<file path="src/conn_ctx_pkg.sv">
// Sizes, region code, address fields and packed structs of the connection-context subsystem
package conn_ctx_pkg;

	localparam int num_pu = 4;
	localparam int pu_id_nbits = 2;

	localparam int rci_nbits = 8;
	localparam int sci_nbits = 6;
	localparam int ofs_nbits = 4;
	localparam int ctx_addr_nbits = sci_nbits + ofs_nbits;
	localparam int ctx_width = 32;
	localparam int region_nbits = 4;

	localparam int table_depth = 2 ** rci_nbits;
	localparam int ctx_depth = 2 ** ctx_addr_nbits;

	// Reads in flight never exceed 3
	localparam int tag_fifo_depth = 4;
	localparam int tag_ptr_nbits = 2;

	typedef logic [pu_id_nbits-1:0] pu_id_t;
	typedef logic [rci_nbits-1:0] rci_t;
	typedef logic [sci_nbits-1:0] sci_t;
	typedef logic [ofs_nbits-1:0] ofs_t;
	typedef logic [ctx_addr_nbits-1:0] ctx_addr_t;
	typedef logic [ctx_width-1:0] ctx_data_t;

	localparam logic [region_nbits-1:0] region_ctx = 4'd3;

	typedef struct packed {
		logic [region_nbits-1:0] region;
		rci_t rci;
		ofs_t ofs;
	} io_cmd_t;

	typedef struct packed {
		rci_t rci;
		sci_t sci;
	} table_wr_t;

	typedef struct packed {
		logic rd;
		logic wr;
		ctx_addr_t addr;
		ctx_data_t wdata;
	} reg_req_t;

	// Application read towards the store, SCI in the upper address bits
	typedef struct packed {
		pu_id_t pu;
		ctx_addr_t addr;
	} ctx_rd_t;

endpackage

</file>
<file path="src/rci_sci_table.sv">
// RCI to SCI translation RAM with a registered write stage and a registered read
module rci_sci_table
	import conn_ctx_pkg::*;
(
	input logic clk,

	input logic table_wr,
	input table_wr_t table_data,

	input rci_t raddr,
	output sci_t sci_q
);

	sci_t mem [table_depth];

	logic wr_q;
	table_wr_t data_q;

	// Write is retimed by one stage before it reaches the RAM
	always_ff @(posedge clk) begin
		wr_q <= table_wr;
		data_q <= table_data;
	end

	always_ff @(posedge clk) begin
		if (wr_q)
			mem[data_q.rci] <= data_q.sci;
	end

	// Read of an entry being written returns the old SCI
	always_ff @(posedge clk) begin
		sci_q <= mem[raddr];
	end

endmodule

</file>
<file path="config.mk">
export PLATFORM = sky130hd
export DESIGN_NAME = rci_sci_table
export DESIGN_NICKNAME = d
export VERILOG_FILES = /design/src/conn_ctx_pkg.sv /design/src/rci_sci_table.sv
export SDC_FILE = /design/constraint.sdc
export NUM_CORES = 1
export LEC_CHECK = 0
export BUFFER_PORTS_ARGS = -buffer_cell sky130_fd_sc_hd__buf_2
export CAP_MARGIN = 10
export CORE_ASPECT_RATIO = 1.2
export CORE_UTILIZATION = 55
export CTS_CLUSTER_SIZE = 12
export DETAILED_ROUTE_END_ITERATION = 6
export PLACE_DENSITY = 0.71
export SYNTH_ARGS = -nofsm -noshare
export SYNTH_HDL_FRONTEND = slang
export SYNTH_SLANG_ARGS = --single-unit
</file>
<file path="constraint.sdc">
create_clock -name clk -period 3.81 [get_ports clk]
set_input_delay 0.1905 -clock clk [delete_from_list [all_inputs] [get_ports clk]]
set_output_delay 0.1905 -clock clk [all_outputs]
set_load 0.005 [all_outputs]
</file>
### Yosys cells after proc, flatten, opt, wreduce, memory -nomap -nowiden

Memory sizes are Yosys's and may differ from the RTL's. A register that Yosys moved wholly into a read port is not among the register bits.
Index checks and enable logic that the tools add are counted.

* register bits after elaboration: 15
* latch bits: 0
* bits in writable memories: 1536
* bits in read-only memories: 0
* output and inout port bits: 6
* word-level logic and storage cells: 6
* memories kept: 1

Memories
* mem: words 256, width 6, rd ports 1, clocked after memory_dff 1, wr ports 1, line rci_sci_table.sv:14 `sci_t mem [table_depth];`

* add/sub/neg operators: 0
* multiply operators: 0
* divide/modulo/power cells: 0
* $lt $le $gt $ge: 0
* equality and inequality tests: 0
* shift operators: 0
* mux-type cells: 2
* bitwise logic cells: 0
* reduce and logical (&&, ||, !) cells: 0

Operators with widths (count)
* $mux 1: 2

### Longest topological paths before layout

* depth in word-level cells: 2
* mapped depth: 12
* depth with buffers taken out: 6

### Worst setup path before layout

OpenSTA, ideal clock, no wires.

* path kind: flip-flop to flip-flop
* start point: register data_q[0] in the netlist's numbering
* end point: memory mem[0][0] in the netlist's numbering (data pin)
* arrival time: 3.382 ns
* slack: -0.424 ns
* cell stages (with the launch flop): 1
* path buffers: 0
* clock period less this slack: 4.234 ns
* cells stage by stage: dfxtp_1

RTL lines
* start: declaration: line rci_sci_table.sv:17 `table_wr_t data_q;`
* start signal: assignment: line rci_sci_table.sv:22 `data_q <= table_data;`
* end: declaration: line rci_sci_table.sv:14

No word-level cell before the write port.

### Worst setup path in the final report

* start point: register data_q[9] in the netlist's numbering
* end point: memory mem[216][1] in the netlist's numbering (enable)

No word-level cell before the write port.

==> metrics.txt <==
EDFF count, synth 1,536; clock power share 0.397; CP Data Required Time 4.21 ns; status complete, but fails checks; Synth Register Bits 1,557; Syn-to-layout area delta 11.1%; P_leak between 20 and 25 nW; asr flop ratio synth 0; Clock Latency Late Sink 0.78 ns; initial antenna violation count 1; GR Util All Layers 0.271; fmax 323 MHz; final worst-path cycle share 0.813; reg2reg setup slack roughly 0.71 ns; dominant cells by area after synthesis edfxtp_1 (76%), mux4_2 (12%), nor2_1 (1.8%); I/O pins 30; worst hold path type in -> reg; routed vias 30,500; cell area power density about 500 nW/um^2; Reg power frac 0.556; Chip Height 365 microns; worst reg-to-reg path cell count 4; CP max FO 10; drt first pass iters 7; Mapped Nets 3,003; number of setup buffers added after CTS 0; cells after synthesis roughly 3,000; area leader, netlist edfxtp_1; failing checks DRC; std cell rows 132; count leader, synth edfxtp_1; Fillers around 7,300; antenna-violating nets left 0; Avg WL per Cell between 30 and 40 microns; root buffer cell clkbuf_16; Non-Filler Instances around 4,600; Power, Total 34.2 mW; Final Max Tran Viols 0; Hold Vio Cnt, Final 0; number of DRC markers in iteration 0 3,724; first-pass GRT wire length 214,000 microns; Worst Max-Slew Pin Slew 1.21 ns; Clock Path Buffers 3; # H-tree levels 4; Gate power share 0.047; Worst VDD drop 497 uV; # DRC 1; starting density of the core 0.557; largest net degree at the start of global routing between 100 and 150; kind of critical path reg -> reg; ys flop type edfxtp_1; routability cong. around 0.90; CTS Sinks 1,557; Internal Power 27.1 mW; CP Data Arrival Time around 3.5 ns; endpoints failing setup 0; Avg Inst Size Synth 20.3 sq um; Psw between 7 and 8 mW; Mapped Area between 60,000 and 70,000 sq um; WL final around 150,000 microns; Num CTS Buffers 151; WHS Path Cells 2; RSZ-0062 raised after global routing false; CP endpoint kind flop; Die Footprint 111,000 sq um; core area around 110,000 sq um; vias in the first global route 31,300; sequential fraction of the synthesis area 0.771; proportion of layout cells with a drive suffix above 1 0.215; HPWL after DPL 95,000 microns; # diodes 0; CTS tree built; Setup crit start kind flop; Yosys top cell area share 0.764; Max-cap violations 0; chip width around 300 microns; YS warnings 0; fin nets ~3,100; FF/Latch Area 46,600 sq um; Cells after DPL 4,356; register clock-pin slew on the reported worst setup and hold paths about 0.06 ns; sw frac 0.209; number of distinct library cells after synthesis 49; total gr overflow 0; Setup Total Neg Slack 0 ns; I/O Buffers 29; Slew headroom 0.188; DR vias/cell approximately 6.6; Fin Clk Skew 0.0248 ns; fin crit period 3.10 ns; Multi-input gate area 12,900 sq um; commonest cells in the netlist edfxtp_1 (1,536), mux4_2 (331), nor2_1 (291)
area by class of cell:
class                   count  area share
flip-flops and latches   1557       0.694
inverters                   5    0.000280
well taps                1407      0.0262
clock inverters            16     0.00201
multi-input cells        1238       0.192
repair buffers            164      0.0220
clock buffers             221      0.0628
worst max-delay path: stages, from the launching register on:
cell and delay (ns):
dfxtp_1 0.50, nor2b_1 0.47, nand3_1 0.72, buf_4 0.50, nor2_1 0.52
registers in the layout, summed over array words and instances (netlist names):
register  flops
data_q       14
mem        1536
sci_q         6
wr_q          1
power groups by stage:
| stage | Sequential, mW | Clock, mW | Combinational (mW) |
|---|---|---|---|
| final | 19.0 | 13.6 | 1.61 |
| after global routing | 19.0 | 14.3 | 1.68 |
| after CTS | 19.0 | 13.7 | 1.60 |
| after detailed placement | 19.4 | 0 | 1.58 |
| after global placement | 19.3 | 0 | 1.55 |
| after floorplan | 19.4 | 0 | 0.891 |
worst paths after layout:
check,to,from
worst max-delay path,mem[216][1],data_q[9]
worst min-delay path,data_q[1],table_data[1]
worst max register to register,mem[216][1],data_q[9]
worst min register to register,mem[250][1],data_q[1]
stage by stage:
stage | cell area, sq um | worst slack [ns] | hold slack (ns) | util
floorplan | 60400 | 1.33 | 0.218 | -
global placement | 62600 | 0.288 | 0.293 | 0.578
detailed placement | 62600 | 0.303 | 0.294 | 0.578
CTS | 67100 | 0.815 | 0.0229 | 0.619
global route | 67100 | 0.742 | 0.0528 | 0.619
finish | 67100 | 0.713 | 0.0626 | 0.619
metal layers:
metal  vias up  routed length (microns)  global-route usage
met4         0                     6840               0.123
met2      1656                    74100               0.453
li1      12500                        -                   -
met1     16000                    54100               0.346
met3       325                    13000              0.0547
met5         -                        0                   0
logic make-up (layout without fill, tap and decap cells):
logic type             count (synthesis)  in the layout  share of synthesized area
buffers and inverters                184            406                     0.0155
multiplexers                         459            459                      0.145
AND/OR/NAND/NOR                      498            498                     0.0356
flip-flops                          1557           1557                      0.771
AO/OA/AOI/OAI                        281            281                     0.0328
cells in the final DEF, fill, tap and decap left out, types with 5 or more instances in the layout:
cell type      count
edfxtp_1        1536
mux4_2           331
nor2_1           290
clkbuf_16        157
mux2i_1          107
buf_4             99
a22oi_1           79
nand2_1           72
clkbuf_1          60
nand3_1           46
a21oi_1           45
o21ai_0           34
o221ai_1          28
buf_2             27
o22ai_1           23
mux2_2            21
buf_12            21
nor2b_1           17
nor3_1            16
dfxtp_1           15
dlygate4sd3_1     15
a221oi_1          14
and2_1            13
a211oi_1          12
nor4_1             9
nand4_1            9
a32oi_1            8
a41oi_1            7
o211ai_1           6
dfxtp_4            6
clkinv_1           5
timing repair:
item | 4_1_cts | 5_1_grt
hold buffers | 15 | 0
resized for setup | 0 | 0
endpoints found under the hold margin | 15 | 0
(Power assumes the default switching activity.)
