`src/conn_ctx_pkg.sv`:
```
// Sizes, region code, address fields and packed structs of the connection-context subsystem
package conn_ctx_pkg;

	localparam int num_pu = 4;
	localparam int pu_id_nbits = 2;

	localparam int rci_nbits = 8;
	localparam int sci_nbits = 6;
	localparam int ofs_nbits = 4;
	localparam int ctx_addr_nbits = sci_nbits + ofs_nbits;
	localparam int ctx_width = 32;
	localparam int region_nbits = 4;

	localparam int table_depth = 2 ** rci_nbits;
	localparam int ctx_depth = 2 ** ctx_addr_nbits;

	// Reads in flight never exceed 3
	localparam int tag_fifo_depth = 4;
	localparam int tag_ptr_nbits = 2;

	typedef logic [pu_id_nbits-1:0] pu_id_t;
	typedef logic [rci_nbits-1:0] rci_t;
	typedef logic [sci_nbits-1:0] sci_t;
	typedef logic [ofs_nbits-1:0] ofs_t;
	typedef logic [ctx_addr_nbits-1:0] ctx_addr_t;
	typedef logic [ctx_width-1:0] ctx_data_t;

	localparam logic [region_nbits-1:0] region_ctx = 4'd3;

	typedef struct packed {
		logic [region_nbits-1:0] region;
		rci_t rci;
		ofs_t ofs;
	} io_cmd_t;

	typedef struct packed {
		rci_t rci;
		sci_t sci;
	} table_wr_t;

	typedef struct packed {
		logic rd;
		logic wr;
		ctx_addr_t addr;
		ctx_data_t wdata;
	} reg_req_t;

	// Application read towards the store, SCI in the upper address bits
	typedef struct packed {
		pu_id_t pu;
		ctx_addr_t addr;
	} ctx_rd_t;

endpackage

```
`src/pu_tag_fifo.sv`:
```
// Four-entry show-ahead FIFO for the tag of each read in flight
module pu_tag_fifo
	import conn_ctx_pkg::*;
#(
	parameter type tag_t = logic [1:0]
) (
	input logic clk,
	input logic rst_n,

	input logic push,
	input tag_t din,

	input logic pop,
	output tag_t dout
);

	tag_t mem [tag_fifo_depth];

	logic [tag_ptr_nbits-1:0] wr_ptr;
	logic [tag_ptr_nbits-1:0] rd_ptr;
	logic [tag_ptr_nbits:0] count;

	logic do_push;
	logic do_pop;

	assign do_push = push && (count != (tag_ptr_nbits + 1)'(tag_fifo_depth));
	assign do_pop = pop && (count != '0);

	always_ff @(posedge clk or negedge rst_n) begin
		if (!rst_n) begin
			wr_ptr <= '0;
			rd_ptr <= '0;
			count <= '0;
		end else begin
			if (do_push)
				wr_ptr <= wr_ptr + 1'b1;
			if (do_pop)
				rd_ptr <= rd_ptr + 1'b1;
			case ({do_push, do_pop})
				2'b10: count <= count + 1'b1;
				2'b01: count <= count - 1'b1;
				default: count <= count;
			endcase
		end
	end

	always_ff @(posedge clk) begin
		if (do_push)
			mem[wr_ptr] <= din;
	end

	// Head entry is visible without a pop
	assign dout = mem[rd_ptr];

endmodule

```
`config.mk`:
```
export PLATFORM = sky130hd
export DESIGN_NAME = pu_tag_fifo
export DESIGN_NICKNAME = d
export VERILOG_FILES = /design/src/conn_ctx_pkg.sv /design/src/pu_tag_fifo.sv
export SDC_FILE = /design/constraint.sdc
export NUM_CORES = 1
export LEC_CHECK = 0
export ABC_AREA = 1
export BUFFER_PORTS_ARGS = -buffer_cell sky130_fd_sc_hd__clkbuf_2
export CORE_MARGIN = 8
export CORE_UTILIZATION = 26
export CTS_CLUSTER_DIAMETER = 150
export DETAILED_ROUTE_END_ITERATION = 8
export SKIP_CTS_REPAIR_TIMING = 1
export SLEW_MARGIN = 5
export SYNTH_ARGS = -nofsm -noshare
export SYNTH_HDL_FRONTEND = slang
export SYNTH_SLANG_ARGS = --single-unit
```
`constraint.sdc`:
```
create_clock -name clk -period 1.8 [get_ports clk]
set_input_delay 0.09 -clock clk [delete_from_list [all_inputs] [get_ports clk]]
set_output_delay 0.09 -clock clk [all_outputs]
set_load 0.02 [all_outputs]
```
# ---- Word-level counts from Yosys, hierarchy flattened
# Memory sizes are Yosys's and may differ from the RTL's.
# Index checks and enable logic that the tools add are counted.
dict set report totals {
  reg_bits 7
  ram_bits 8
  input_bits 6
  out_inout_bits 2
  mem_count 1
}
# name depth word_bits rd rd_clocked_by_memory_dff wr line
set memory_table {}
lappend memory_table {mem 4 2 1 0 1 pu_tag_fifo.sv:17} ;# tag_t mem [tag_fifo_depth];
dict set report classes {
  addsub 4
  n_eq_ne 3
  mux 3
  n_reduce_logical 4
}
# operator n
set ops {}
lappend ops {{$pmux 3 s2} 1}
lappend ops {{$add 2x1->2 const B} 2}
lappend ops {{$add 3x1->3 const B} 1}
lappend ops {{$ne 3x3->1 const B} 1}
lappend ops {{$reduce_bool 3->1} 1}
lappend ops {{$sub 3x1->3 const B} 1}
lappend ops {{$eq 2x1->1 const B} 1}
lappend ops {{$eq 2x2->1 const B} 1}
lappend ops {{$logic_and 1x1->1} 2}
lappend ops {{$mux 1} 2}
lappend ops {{$reduce_bool 2->1} 1}

# ---- Depth between registers and ports, before layout
dict set report depth {
  depth_word 4
  mapped_depth 12
  ltp_nobuf 12
}

# ---- Least setup slack after synthesis
# Ideal clock, no wire load.
dict set report synth_timing {
  kind {register to register}
  start {register count[0]}
  end {register count[2]}
  setup_ns 0.117
  t_arrival_ns 1.488
  path_slack_ns 0.195
  stages_incl_launch_ff 11
  n_path_buf 0
  period_less_slack_ns 1.605
  path_cell_list {dfrtp_1 -> inv_2 -> nand3_2 -> nand2_4 -> ha_1 -> inv_1 -> fa_1 -> nand2_1 -> nand3_1 -> nand2_1 -> nand2_1}
}
dict set report synth_via {
  elab_chain_len 4
  elab_cells_between_ends 10
  cone_classes {add/sub (2); eq/ne (3); mux (1); reduce/logical (4)}
}
# element line
set synth_rtl {}
lappend synth_rtl {{start, declared} pu_tag_fifo.sv:21} ;# logic [tag_ptr_nbits:0] count;
lappend synth_rtl {{start signal, assigned} pu_tag_fifo.sv:40} ;# 2'b10: count <= count + 1'b1;
lappend synth_rtl {{start signal, assigned} pu_tag_fifo.sv:41} ;# 2'b01: count <= count - 1'b1;
lappend synth_rtl {{start signal, assigned} pu_tag_fifo.sv:42} ;# default: count <= count;
lappend synth_rtl {{$ne 3x3->1 / $reduce_bool 3->1 (equally long branches)} {pu_tag_fifo.sv:26, pu_tag_fifo.sv:27}}
lappend synth_rtl {{$logic_and 1x1->1, on equally long branches} {pu_tag_fifo.sv:26, pu_tag_fifo.sv:27}}
lappend synth_rtl {{$eq 2x1->1 / $eq 2x2->1 (equally long branches)} pu_tag_fifo.sv:39} ;# case ({do_push, do_pop})
lappend synth_rtl {{$pmux 3 s2 / $reduce_bool 2->1 (equally long branches)} -}
# Several ways; a longest one is shown, not always the timed one.
# A chain may end at the register's enable or synchronous reset.

# ---- Worst setup path after layout
dict set report layout_timing {
  start {register count[2]}
  end {register count[1]}
}
dict set report layout_via {
  elab_chain_len 4
  elab_cells_between_ends 8
  cone_classes {eq/ne (3); mux (1); reduce/logical (4)}
}
# element line
set layout_rtl {}
lappend layout_rtl {{$reduce_bool 3->1 *} pu_tag_fifo.sv:27} ;# assign do_pop = pop && (count != '0);
lappend layout_rtl {{$logic_and 1x1->1 *} pu_tag_fifo.sv:27}
lappend layout_rtl {{net do_pop} pu_tag_fifo.sv:24} ;# logic do_pop;
lappend layout_rtl {{$eq 2x1->1 / $eq 2x2->1 (equally long branches)} pu_tag_fifo.sv:39}
lappend layout_rtl {{$pmux 3 s2 / $reduce_bool 2->1 (equally long branches)} -}
# The timed path passes the listed nets; every way through them passes the cells marked *.

==> out/summary.txt <==
outcome: completed
Avg Inst Size Synth: 9.48 sq um
# IOs: 8
Period minus WS final: 1.65 ns
synthesized net count: 94
vias in the first global route: 495
die span in y: 70.7 um
core box area: 0.00295 sq mm
R2R depth: 8
Area Overhead vs Synth: 20.0%
Max-Cap Viols: 0
H-tree Lvls: 1
CP Buf/Inv Count: 3
CTS tree: built
antenna violations before repair: 0
First-pass DRT Iterations: 3
Arrival @ worst endpoint: 1.86 ns
peak supply drop: 0.452 mV
row cnt: 20
die width: 70.7 um
layout cell share with drive strength beyond 1: 25.8%
top cell type's share of synthesized area: 30.9%
most numerous cell in the Yosys netlist: nand2_1
Routability Congestion: 0.754
leading area contributor after synthesis: edfxtp_1
most used cell, CP: inv_1
Vias per Instance: 4.26
reg-to-reg endpoint: count[1]
Worst Path Max Fanout: 3
Worst-Skew Late Latency: 0.29 ns
Port Buffers: 7
Max Fclk: 607 MHz
global-route wire length before repair: 2.00 mm
Fin Hold WS: 0.0179 ns
max-slew violations: 0
number of synthesized flops with an enable pin: 8
Max Buffers Root-to-Sink: 2
R2R Path Start: count[2]
slowest stage delay, CP: 0.45 ns
CTS buffer count: 3
clk_skew: 0.00328 ns
DR iter-0 viols: 15
Area contributors post-synth: edfxtp_1 31%, dfrtp_1 23%, nand2_1 11%
Detail Route Antenna Nets: 0
FF-to-FF setup slack: 0.15 ns
fin crit share: 91.5%
asr flop ratio synth: 46.7%
Power per Cell Area: 1530 mW/mm^2
Endpoint, Worst Hold: mem[0][1]
Synth Register Bits: 15
Cell Chain, Critical Path: inv_2 > nand3_2 > nand2_2 > inv_1 > ha_2 > inv_1 > fa_2 > o21ai_0
drt wl/cell: 8.95 um
Lkg Pwr: 0.449 nW
Mapped Area: 777 sq um
Syn. warnings: 0
CP startpoint kind: flip-flop
gr usage total: 4.99%
DR vias: 554
HP Start: din[1]
pin count of the biggest net entering global routing: 11
top_reg_cell synth: edfxtp_1
Syn Inst Count: 82
Worst Hold Class: input port to flip-flop
sequential area share after synthesis: 53.5%
Worst-path clk slew: 0.09 ns
Synth cell types: 15
Critical Path RT: 2.01 ns
CP Capture Type: flip-flop
drc violations: 0
Die ar.: 0.00499 sq mm
DP Wirelength: 949 um
final layout net count: 110
Commonest cells post-synth: 23 x nand2_1, 15 x inv_1, 8 x edfxtp_1, 7 x dfrtp_1
WHS Path Cells: 1
Final setup viols: 0
slowest CP cell: dfrtp_2
slew margin rel.: 87.1%
clock sink total: 15
Antenna diodes: 0
initial core utilization: 26.3%
total power: 0.00143 W
Congestion Overflow GR: 0
Final Hold Vio Count: 0
Critical Setup Path Class: flip-flop to flip-flop
Tightest Pin Transition: 0.193 ns
CP delay by family, top: adder cells
CTS root buf: clkbuf_4
fillcell total: 323
DRT Wirelength: 1.16 mm
## cells by family after synthesis
kind of cell,count (synthesis),share of synthesized area (%)
adder cells (fa/ha/maj),6,10.6
XOR/XNOR,1,1.13
AO/OA/AOI/OAI,5,4.51
buffers and inverters,19,9.18
flip-flops,15,53.5
AND/OR/NAND/NOR,36,21.1
## worst max-delay path by stage
stage                     depth (start not counted)       end     start
after floorplan                                  10  count[2]  count[0]
after global placement                           10  count[2]  count[1]
after detailed placement                         10  count[2]  count[1]
after CTS                                        10  count[2]  count[1]
after global routing                              8  count[1]  count[1]
final                                             8  count[1]  count[2]
## where the power goes
group,switching [W],leakage (nW),total [W],internal [W]
sequential,0.0000855,0.157,0.000571,0.000485
combinational,0.000394,0.278,0.000659,0.000265
clock,0.000114,0.0139,0.000199,0.0000846
total,0.000593,0.449,0.00143,0.000835
## metrics by stage
step	cells	area [sq um]	setup WS, ns	util, %	TNS [ns]
finish	130	932	0.153	31.6	0
global route	130	932	-0.000257	31.6	-0.000257
CTS	126	883	0.0611	29.9	0
detailed placement	122	853	0.0768	28.9	0
global placement	122	853	0.138	28.9	0
floorplan	82	777	0.195	-	0
## cells in the final DEF (no fill, tap or decap), drive strengths merged
master       count
dfrtp            7
o21ai            1
dlygate4sd3      1
nand4            1
nand3            7
clkbuf          10
inv             19
ha               5
nor2             4
xnor2            1
buf              3
fa               1
o211ai           4
edfxtp           8
nand2           24
clkinvlp         1
## state kept, by name (all words and copies together) (netlist names)
signal,count
rd_ptr,2
wr_ptr,2
mem,8
count,3
## cell type report
| class | instances | area (sq um) | area share (%) |
|---|---|---|---|
| flip-flops and latches | 15 | 417 | 44.7 |
| multi-input cells | 48 | 305 | 32.8 |
| inverters | 19 | 71.3 | 7.65 |
| repair buffers | 11 | 67.6 | 7.25 |
| well taps | 33 | 41.3 | 4.43 |
| clock buffers | 3 | 22.5 | 2.42 |
| clock inverters | 1 | 7.51 | 0.805 |
## per-layer routing
metal	wire length, um	track usage (%)	vias to the layer above
met1	523	4.65	254
met4	36	4.16	0
met2	558	8.76	8
met5	0	0	-
li1	-	-	288
met3	44	1.55	4
No activity file was read; power rests on OpenSTA's default activity.
