===== config.mk =====
export PLATFORM = sky130hd
export DESIGN_NAME = conn_req_arbiter
export DESIGN_NICKNAME = d
export VERILOG_FILES = /design/src/conn_ctx_pkg.sv /design/src/conn_req_arbiter.sv
export SDC_FILE = /design/constraint.sdc
export NUM_CORES = 1
export LEC_CHECK = 0
export BUFFER_PORTS_ARGS = -buffer_cell sky130_fd_sc_hd__buf_2
export CORE_ASPECT_RATIO = 0.75
export CORE_UTILIZATION = 30
export CTS_CLUSTER_SIZE = 20
export DETAILED_ROUTE_END_ITERATION = 16
export PLACE_DENSITY = 0.52
export SKIP_CTS_REPAIR_TIMING = 1
export SLEW_MARGIN = 10
export SYNTH_ARGS = -nofsm -noshare
export SYNTH_HDL_FRONTEND = slang
export SYNTH_SLANG_ARGS = --single-unit

===== constraint.sdc =====
create_clock -name clk -period 2.5 [get_ports clk]
set_input_delay 0.5 -clock clk [delete_from_list [all_inputs] [get_ports clk]]
set_output_delay 0.5 -clock clk [all_outputs]
set_load 0.02 [all_outputs]

===== src/conn_ctx_pkg.sv =====
// Sizes, region code, address fields and packed structs of the connection-context subsystem
package conn_ctx_pkg;

	localparam int num_pu = 4;
	localparam int pu_id_nbits = 2;

	localparam int rci_nbits = 8;
	localparam int sci_nbits = 6;
	localparam int ofs_nbits = 4;
	localparam int ctx_addr_nbits = sci_nbits + ofs_nbits;
	localparam int ctx_width = 32;
	localparam int region_nbits = 4;

	localparam int table_depth = 2 ** rci_nbits;
	localparam int ctx_depth = 2 ** ctx_addr_nbits;

	// Reads in flight never exceed 3
	localparam int tag_fifo_depth = 4;
	localparam int tag_ptr_nbits = 2;

	typedef logic [pu_id_nbits-1:0] pu_id_t;
	typedef logic [rci_nbits-1:0] rci_t;
	typedef logic [sci_nbits-1:0] sci_t;
	typedef logic [ofs_nbits-1:0] ofs_t;
	typedef logic [ctx_addr_nbits-1:0] ctx_addr_t;
	typedef logic [ctx_width-1:0] ctx_data_t;

	localparam logic [region_nbits-1:0] region_ctx = 4'd3;

	typedef struct packed {
		logic [region_nbits-1:0] region;
		rci_t rci;
		ofs_t ofs;
	} io_cmd_t;

	typedef struct packed {
		rci_t rci;
		sci_t sci;
	} table_wr_t;

	typedef struct packed {
		logic rd;
		logic wr;
		ctx_addr_t addr;
		ctx_data_t wdata;
	} reg_req_t;

	// Application read towards the store, SCI in the upper address bits
	typedef struct packed {
		pu_id_t pu;
		ctx_addr_t addr;
	} ctx_rd_t;

endpackage


===== src/conn_req_arbiter.sv =====
// PU command capture, pending flags and round-robin grant with a registered read stage
module conn_req_arbiter
	import conn_ctx_pkg::*;
(
	input logic clk,
	input logic rst_n,

	input logic [num_pu-1:0] io_req,
	input io_cmd_t io_cmd [num_pu],

	output logic gnt,
	output pu_id_t gnt_pu,
	output rci_t gnt_rci,

	output logic rd_q,
	output pu_id_t rd_pu_q,
	output ofs_t rd_ofs_q
);

	logic [num_pu-1:0] pend;
	logic [num_pu-1:0] take;
	logic [num_pu-1:0] gnt_vec;
	pu_id_t ptr;
	io_cmd_t cmd_q [num_pu];

	// Only commands aimed at the context region are kept
	always_comb begin
		for (int i = 0; i < num_pu; i++) begin
			take[i] = io_req[i] && (io_cmd[i].region == region_ctx) && !pend[i];
		end
	end

	// First pending PU at or after the pointer
	always_comb begin
		pu_id_t idx;
		gnt = 1'b0;
		gnt_pu = ptr;
		for (int i = 0; i < num_pu; i++) begin
			idx = ptr + pu_id_t'(i);
			if (!gnt && pend[idx]) begin
				gnt = 1'b1;
				gnt_pu = idx;
			end
		end
	end

	always_comb begin
		gnt_vec = '0;
		if (gnt)
			gnt_vec[gnt_pu] = 1'b1;
	end

	assign gnt_rci = cmd_q[gnt_pu].rci;

	always_ff @(posedge clk or negedge rst_n) begin
		if (!rst_n) begin
			pend <= '0;
			ptr <= '0;
			rd_q <= 1'b0;
		end else begin
			pend <= (pend & ~gnt_vec) | take;
			if (gnt)
				ptr <= gnt_pu + 1'b1;
			rd_q <= gnt;
		end
	end

	// Captured commands and the offset that travels alongside the table lookup
	always_ff @(posedge clk) begin
		for (int i = 0; i < num_pu; i++) begin
			if (take[i])
				cmd_q[i] <= io_cmd[i];
		end
		rd_pu_q <= gnt_pu;
		rd_ofs_q <= cmd_q[gnt_pu].ofs;
	end

endmodule


Yosys cells after proc, flatten, opt, wreduce, memory -nomap -nowiden
Memories as Yosys holds them, arrays and structs flattened.
Index checks and enable logic that the tools add are counted.

storage, ports and cells
  logic and storage cells = 68
  output and inout port bits = 18
  bits in writable memories = 64
  memories kept = 1
  register bits after elaboration = 13
  input port bits = 70

memories
  name   words  bits a word  rd ports  clocked after Yosys merged registers in  write ports  RTL line                text
  cmd_q  4      16           1         0                                        4            conn_req_arbiter.sv:24  io_cmd_t cmd_q [num_pu];

operators by class
  multiplexer cells = 26
  order comparisons = 6
  equality and inequality tests = 4
  reductions and logical operators = 19
  bitwise logic cells = 3
  add/sub/neg operators = 4

operators by type and width
  kind                                                                count
  2-to-1 mux 1 bit                                                    17
  == test 4 x 2 -> 1 bit (second input constant)                      4
  < comparator 2 x 3 -> 1 bit (second input constant)                 5
  logical AND 1 bit                                                   12
  binary-select mux 1 bit (select 2 bit)                              4
  logical NOT 1 bit                                                   7
  2-to-1 mux 2 bit                                                    3
  adder 2 x 1 -> 2 bit (second input constant)                        2
  adder 2 bit (second input constant)                                 2
  bitwise AND 4 bit                                                   1
  2-to-1 mux 4 bit                                                    1
  NOT 4 bit                                                           1
  bitwise OR 4 bit                                                    1
  demux 1 bit (select 2 bit)                                          1
  greater-or-equal comparator 2 x 1 -> 1 bit (second input constant)  1

Depth between registers and ports, before layout
Gate-level depths: netlist of the first run.

  depth in word-level cells = 20
  mapped depth = 9
  mapped depth without buffers = 6

Worst setup path before layout of the first run
Ideal clock, no wire load.

  kind = register to output
  from = register ptr[1]
  to = output gnt_rci[0]
  data arrival time = 1.775 ns
  required time = 2.000 ns
  slack = 0.225 ns
  stages on the path, launching flop included = 10
  path buffers = 3
  path through = dfrtp_1 -> buf_4 -> nor3b_1 -> a2111oi_0 -> or2_1 -> buf_6 -> inv_8 -> buf_6 -> nand2_1 -> a32oi_1

between the ends
  word-level cells in the longest chain between the ends = 13
  elaborated cells on any way between the ends = 24
  classes of those cells = add/sub: 3; mux: 14; reduce/logical: 6; memory: 1

RTL lines
  what                                                                           RTL line                text
  from (decl)                                                                    conn_req_arbiter.sv:23  pu_id_t ptr;
  from (signal assigned)                                                         conn_req_arbiter.sv:63  ptr <= gnt_pu + 1'b1;
  parallel branches: the longest is 11 deep, another holds adder 2 x 1 -> 2 bit  --
  2-to-1 mux 2 bit *                                                             conn_req_arbiter.sv:40  if (!gnt && pend[idx]) begin
  named net gnt_pu[1]                                                            conn_req_arbiter.sv:12  output pu_id_t gnt_pu,
  memory (4 x 16 bit) *                                                          --
  to (decl)                                                                      conn_req_arbiter.sv:13  output rci_t gnt_rci,

Mark *: on every way through the listed nets, which the timed path passes. The select of a mux whose other input is x is not followed.

Worst setup path in the final report of the first run
  from = register pend[2]
  to = output gnt_rci[7]

between the ends
  word-level cells in the longest chain between the ends = 13
  elaborated cells on any way between the ends = 21
  classes of those cells = mux: 14; reduce/logical: 6; memory: 1

RTL lines
  what                                    RTL line                text
  from (decl)                             conn_req_arbiter.sv:20  logic [num_pu-1:0] pend;
  from (signal assigned)                  conn_req_arbiter.sv:61  pend <= (pend & ~gnt_vec) | take;
  binary-select mux 1 bit (select 2 bit)  conn_req_arbiter.sv:40
  2-to-1 mux 1 bit (implied by the code)  conn_req_arbiter.sv:40
  2-to-1 mux 1 bit                        conn_req_arbiter.sv:40
  logical NOT 1 bit                       conn_req_arbiter.sv:40
  logical AND 1 bit                       conn_req_arbiter.sv:40
  2-to-1 mux 1 bit                        conn_req_arbiter.sv:40
  logical NOT 1 bit                       conn_req_arbiter.sv:40
  logical AND 1 bit                       conn_req_arbiter.sv:40
  2-to-1 mux 1 bit                        conn_req_arbiter.sv:40
  logical NOT 1 bit                       conn_req_arbiter.sv:40
  logical AND 1 bit                       conn_req_arbiter.sv:40
  2-to-1 mux 2 bit *                      conn_req_arbiter.sv:40
  memory (4 x 16 bit) *                   --

Every way passes the cells marked *; elsewhere a longest branch is shown, timed or not. The select of a mux whose other input is x is not followed.

==> flow_metrics.env, run 1 <==
export IMPL_synth_distinct_cells=33
export IMPL_hold_depth=1
export IMPL_slew_violations=0
export IMPL_r2r_end="rd_ofs_q[3]$_DFF_P_"
export IMPL_numPortBuffers=87
export IMPL_initial_core_util_pct=31.0
export IMPL_drv_cap=0
export IMPL_multi_input_area_sq_um=678
export IMPL_cts_sinks=61
export IMPL_synth_edf_count=48
export IMPL_routedWlPerCell_um=15.8
export IMPL_n_antenna_cell=0
export IMPL_finalHoldViolations=0
export IMPL_nets=350
export IMPL_status="complete, but fails checks"
export IMPL_dr_first_iter_drc_count=49
export IMPL_holdCritPathClass="input pin to flip-flop"
export IMPL_firstDrtPassIters=4
export IMPL_synth_top_area_share_pct=59.1
export IMPL_cellPowerDensity_nw_per_um2=1460
export IMPL_failed_checks="setup timing"
export IMPL_critPathBufInv=3
export IMPL_rsz0062_at_grt="yes"
export IMPL_utilization_pct=43.9
export IMPL_clock_path_buffers=2
export IMPL_grt_start_max_net_pins=29
export IMPL_yosysSeqAreaShare_pct=71.2
export IMPL_leakage_nw=1.38
export IMPL_hpwlAfterDp_um=3940
export IMPL_slew_headroom_pct=75.0
export IMPL_antenna_found_initial=0
export IMPL_synth_most_common_cell="edfxtp_1"
export IMPL_clock_latency_ns=0.34
export IMPL_synth_area_top_cells="edfxtp_1, dfrtp_1, nand2_1, dfxtp_1, a32oi_1"
export IMPL_max_freq_mhz=375
export IMPL_critPathMaxFanout=6
export IMPL_skew_ns=0.00977
export IMPL_dieWidth_um=106
export IMPL_fin_cells=390
export IMPL_tightest_slew_ns=0.376
export IMPL_ctsRootBufferMaster="clkbuf_8"
export IMPL_synth_cells=174
export IMPL_ir_drop_uv=585
export IMPL_drt_antenna_violating_nets=0
export IMPL_synth_common_cells="edfxtp_1, nand2_1, a32oi_1"
export IMPL_drc=0
export IMPL_avgSynthCellArea_sq_um=14.0
export IMPL_post_place_cells=364
export IMPL_coreArea_sq_um=7880
export IMPL_track_usage_pct=14.1
export IMPL_syn2layout_area_growth_pct=41.9
export IMPL_vias=1743
export IMPL_postRouteWirelength_um=6170
export IMPL_regArea_sq_um=1740
export IMPL_drive_above_1_share_pct=51.6
export IMPL_ys_flop_type="edfxtp_1"
export IMPL_synth_area_sq_um=2440
export IMPL_cts_made_buffers=9
export IMPL_slowest_stage="dfrtp_2"
export IMPL_syn_num_nets=244
export IMPL_dieArea_sq_um=8500
export IMPL_synth_seq_cells=61
export IMPL_async_flop_share_pct=11.5
export IMPL_startpoint_type="flip-flop"
export IMPL_reg2reg_slack_ns=0.52
export IMPL_min_from="io_cmd[36]"
export IMPL_r2r_cells=9
export IMPL_grt_pass1_vias=1609
export IMPL_vias_per_cell=4.47
export IMPL_die_h_um=80.1
export IMPL_cts_max_level=3
export IMPL_min_period_ns=2.67
export IMPL_worst_slack_ns=-0.170
export IMPL_crit_type="flip-flop to output port"
export IMPL_grt_pass1_wl_um=8410
export IMPL_cts_tree="done"
export IMPL_rows=28
export IMPL_fin_crit_sh_pct=107
export IMPL_clkTransAtPathRegs_ns=0.07
export IMPL_placed_cell_area_sq_um=3000
export IMPL_num_fill_cells=754
export IMPL_r2r_start="pend[2]$_DFF_PN0_"
export IMPL_place_gp_congestion=0.731
export IMPL_io_pins=88
export IMPL_cp_arrival_ns=2.17
export IMPL_end_kind="output port"
export IMPL_worst_hold_path_endpoint="cmd_q[1][4]$_DFFE_PP_"
export IMPL_synth_top_cell_by_area="edfxtp_1"
export IMPL_fin_area_sq_um=3460
export IMPL_gr_total_overflow=0
export IMPL_ys_warn_count=0
export IMPL_crit_family="compound AO/OA/AOI/OAI gates"
export IMPL_slowest_delay_ns=0.44
export IMPL_required_ns=2.00
export IMPL_path_cells="nor2b_4, a2111oi_4, or2_4, buf_6, clkbuf_16, nand2_2, a32oi_1, buf_4"
export IMPL_final_setup_viol_count=8
-- final cells by class --
cell class	instances	area share, %
Tap cell	105	3.79
Timing Repair inverter	2	1.34
Sequential cell	61	50.3
Clock inverter	5	1.48
Clock buffer	11	3.79
Multi-Input combinational cell	99	19.6
Inverter	3	1.08
Timing Repair Buffer	104	18.6
-- placed cells by master, fill, tap and decap left out, types with 3 or more instances in the layout --
cell type / Yosys / routed
a32oi_1: 12 / 10
a21oi_1: 11 / 9
nand2_1: 40 / 37
buf_2: 3 / 79
nand2_2: 0 / 3
nor3b_2: 0 / 3
edfxtp_1: 48 / 48
nand2b_1: 3 / 3
o21ai_0: 3 / 3
dfrtp_2: 0 / 4
nand4bb_1: 3 / 3
buf_6: 4 / 3
a21oi_2: 7 / 7
dfrtp_1: 7 / 3
buf_4: 1 / 18
dfxtp_1: 6 / 6
clkbuf_8: 0 / 9
-- flip-flops by register name (all words and copies together), names as in the netlist --
name / count
rd_pu_q: 2
rd_ofs_q: 4
rd_q: 1
pend: 4
cmd_q: 48
ptr: 2
-- metrics by stage --
step           worst slack, ns  setup TNS (ns)  hold WS (ns)  total power (W)
6_report                -0.170           -1.21         0.324          0.00506
5_1_grt                 -0.271           -2.16         0.300          0.00539
4_1_cts                 -0.265           -1.92       -0.0180          0.00426
3_5_place_dp             0.117               0         0.353          0.00343
3_3_place_gp             0.134               0         0.351          0.00340
2_1_floorplan            0.225               0         0.204          0.00292
-- worst max path at each step --
stage	startpoint	end	slack (ns)	cells after the start
2_1_floorplan	ptr[1]$_DFFE_PN0N_	gnt_rci[0]	0.23	9
3_3_place_gp	pend[2]$_DFF_PN0_	gnt_rci[1]	0.13	8
3_5_place_dp	pend[2]$_DFF_PN0_	gnt_rci[1]	0.12	8
4_1_cts	pend[2]$_DFF_PN0_	gnt_rci[1]	-0.27	8
5_1_grt	pend[2]$_DFF_PN0_	gnt_rci[7]	-0.27	8
6_report	pend[2]$_DFF_PN0_	gnt_rci[7]	-0.17	8
-- routing by layer --
layer / wire [um] / GRT usage [%] / vias to the layer above
met3: 386 / 6.33 / 6
li1: - / - / 858
met4: 78 / 5.42 / 0
met1: 2920 / 18.6 / 813
met5: 0 / 0 / -
met2: 2790 / 20.3 / 66
-- report_power, final --
part           leakage (nW)  internal [W]  switching [W]  total (W)
clock network        0.0907      0.000453       0.000368   0.000822
logic                 0.719       0.00126        0.00165    0.00291
registers             0.567       0.00122       0.000104    0.00133
total                  1.38       0.00293        0.00213    0.00506
-- cell families (layout without fill, tap and decap cells) --
logic type,after synthesis,in the layout,share of synthesized area [%]
buffers and inverters,14,125,5.13
flip-flops,61,61,71.2
AO/OA/AOI/OAI,38,38,11.3
AND/OR/NAND/NOR,61,61,12.4
Power figures use the tool's default switching activity.
==> run 2: changes to the inputs <==
BUFFER_PORTS_ARGS = -buffer_cell sky130_fd_sc_hd__buf_4   (was -buffer_cell sky130_fd_sc_hd__buf_2)
==> run 2 against run 1 <==
Against the previous run: the run still ends with setup timing left; maximum frequency up 0.40%; power grew 7.4%; design area increased by 8.0%; non-clock buffer count shrank 1; clock skew shrank 0.0032 ns.
==> flow_metrics.env, run 2 (synthesis gave the netlist of run 1 again) <==
export IMPL_track_usage_pct=15.0
export IMPL_p_int_w=0.00327
export IMPL_clockPowerShare_pct=20.0
export IMPL_cts_made_buffers=9
export IMPL_r2r_start="pend[2]$_DFF_PN0_"
export IMPL_regMostFlops="cmd_q"
export IMPL_reg_largest_list="cmd_q: 48 flops, pend: 4 flops, rd_ofs_q: 4 flops"
export IMPL_routedWlPerCell_um=16.4
export IMPL_crit_family="compound AO/OA/AOI/OAI gates"
export IMPL_crit_start="pend[2]$_DFF_PN0_"
export IMPL_final_setup_viol_count=8
export IMPL_grt_pass1_vias=1697
export IMPL_io_pins=88
export IMPL_layout_commonest_cell="buf_4"
export IMPL_n_antenna_cell=0
export IMPL_cts_sinks=61
export IMPL_coreArea_sq_um=7880
export IMPL_grt_pass1_wl_um=9040
export IMPL_slowest_stage="dfrtp_2"
export IMPL_firstDrtPassIters=4
export IMPL_hold_slack_ns=0.329
export IMPL_drive_above_1_share_pct=52.8
export IMPL_cellPowerDensity_nw_per_um2=1450
export IMPL_multi_input_area_sq_um=714
export IMPL_largest_reg_flops=48
export IMPL_critPathMaxFanout=7
export IMPL_die_h_um=80.1
export IMPL_grt_start_max_net_pins=29
export IMPL_slowest_delay_ns=0.45
export IMPL_dieArea_sq_um=8500
export IMPL_clock_latency_ns=0.34
export IMPL_placed_cell_area_sq_um=3220
export IMPL_seqPwrFrac_pct=24.4
export IMPL_slew_headroom_pct=74.6
export IMPL_status="complete, but fails checks"
export IMPL_place_gp_congestion=0.778
export IMPL_cts_tree="done"
export IMPL_holdCritPathClass="input pin to flip-flop"
export IMPL_rsz0062_at_grt="yes"
export IMPL_ir_drop_uv=671
export IMPL_postRouteWirelength_um=6390
export IMPL_min_period_ns=2.66
export IMPL_max_freq_mhz=376
export IMPL_r2r_end="rd_ofs_q[1]$_DFF_P_"
export IMPL_vias=1788
export IMPL_clkTransAtPathRegs_ns=0.07
export IMPL_min_from="io_cmd[35]"
export IMPL_ctsRootBufferMaster="clkbuf_8"
export IMPL_vias_per_cell=4.60
export IMPL_cts_max_level=3
export IMPL_hpwlAfterDp_um=4040
export IMPL_failed_checks="setup timing"
export IMPL_gr_total_overflow=0
export IMPL_fin_crit_sh_pct=106
export IMPL_required_ns=2.00
export IMPL_worst_path_stages=8
export IMPL_startpoint_type="flip-flop"
export IMPL_fin_area_sq_um=3740
export IMPL_finalHoldViolations=0
export IMPL_drt_antenna_violating_nets=0
export IMPL_initial_core_util_pct=31.0
export IMPL_setup_worst_path_end="gnt_rci[6]"
export IMPL_leakage_nw=1.49
export IMPL_drv_cap=0
export IMPL_nets=349
export IMPL_antenna_found_initial=0
export IMPL_dieWidth_um=106
export IMPL_combPwrFrac_pct=55.6
export IMPL_slew_violations=0
export IMPL_syn2layout_area_growth_pct=53.2
export IMPL_r2r_cells=9
export IMPL_p_sw_share_pct=39.8
export IMPL_num_fill_cells=748
export IMPL_rows=28
export IMPL_cp_arrival_ns=2.16
export IMPL_tightest_slew_ns=0.382
export IMPL_path_cells="nor2b_4, a2111oi_4, or2_4, buf_12, clkinv_16, a21oi_1, a32oi_2, buf_4"
export IMPL_dr_first_iter_drc_count=51
export IMPL_drc=0
export IMPL_clock_path_buffers=2
export IMPL_skew_ns=0.00655
export IMPL_crit_type="flip-flop to output port"
export IMPL_reg2reg_slack_ns=0.57
export IMPL_switchingPower_w=0.00216
export IMPL_layout_common_cells="buf_4, edfxtp_1, nand2_1"
export IMPL_worst_slack_ns=-0.160
export IMPL_regArea_sq_um=1740
export IMPL_critPathBufInv=3
export IMPL_numPortBuffers=87
export IMPL_end_kind="output port"
==> run 2: cell types whose count changed in the layout (fill, tap and decap cells not counted), sizes merged <==
cell	previous run	this run
clkbuf	13	12
inv	2	4
buf	101	100
clkinv	6	3
bufinv	1	3
==> run 2: power by group through the flow <==
stage                     Clock (W)  Sequential, W  Combinational, W
after detailed placement          0        0.00133           0.00233
after floorplan                   0        0.00136           0.00156
after CTS                   0.00111        0.00131           0.00234
final                       0.00108        0.00133           0.00302
after global routing        0.00116        0.00134           0.00323
after global placement            0        0.00133           0.00231
==> run 2: metrics by stage <==
step	setup TNS, ns	instances	util (%)	total power [W]	setup WS [ns]
2_1_floorplan	0	174	-	0.00292	0.225
3_3_place_gp	0	363	40.8	0.00364	0.150
3_5_place_dp	0	363	40.8	0.00366	0.124
4_1_cts	-1.88	379	44.0	0.00476	-0.265
5_1_grt	-1.73	389	47.4	0.00573	-0.265
6_report	-0.846	389	47.4	0.00543	-0.160
==> run 2: routing by layer <==
metal,wire [um],track usage [%],up-vias
li1,-,-,856
met1,2990,20.4,866
met2,2960,21.2,60
met3,378,6.49,6
met4,65,5.42,0
met5,0,0,-
==> run 2: cell type report <==
class / instances / share of cell area, %
clock buffers: 10 / 3.68
clock inverters: 6 / 2.95
inverters: 3 / 1.00
multi-input cells: 99 / 19.1
flip-flops and latches: 61 / 46.6
well taps: 105 / 3.52
repair buffers: 103 / 22.6
repair inverters: 2 / 0.603
==> run 2: how the worst min path moves through the flow <==
| stage | to | slack, ns | cells after the start |
|---|---|---|---|
| 2_1_floorplan | pend[0]$_DFF_PN0_ | 0.20 | 0 |
| 3_3_place_gp | pend[0]$_DFF_PN0_ | 0.32 | 1 |
| 3_5_place_dp | pend[0]$_DFF_PN0_ | 0.32 | 1 |
| 4_1_cts | rd_q$_DFF_PN0_ | -0.05 | 1 |
| 5_1_grt | cmd_q[1][3]$_DFFE_PP_ | 0.30 | 1 |
| 6_report | cmd_q[1][3]$_DFFE_PP_ | 0.33 | 1 |
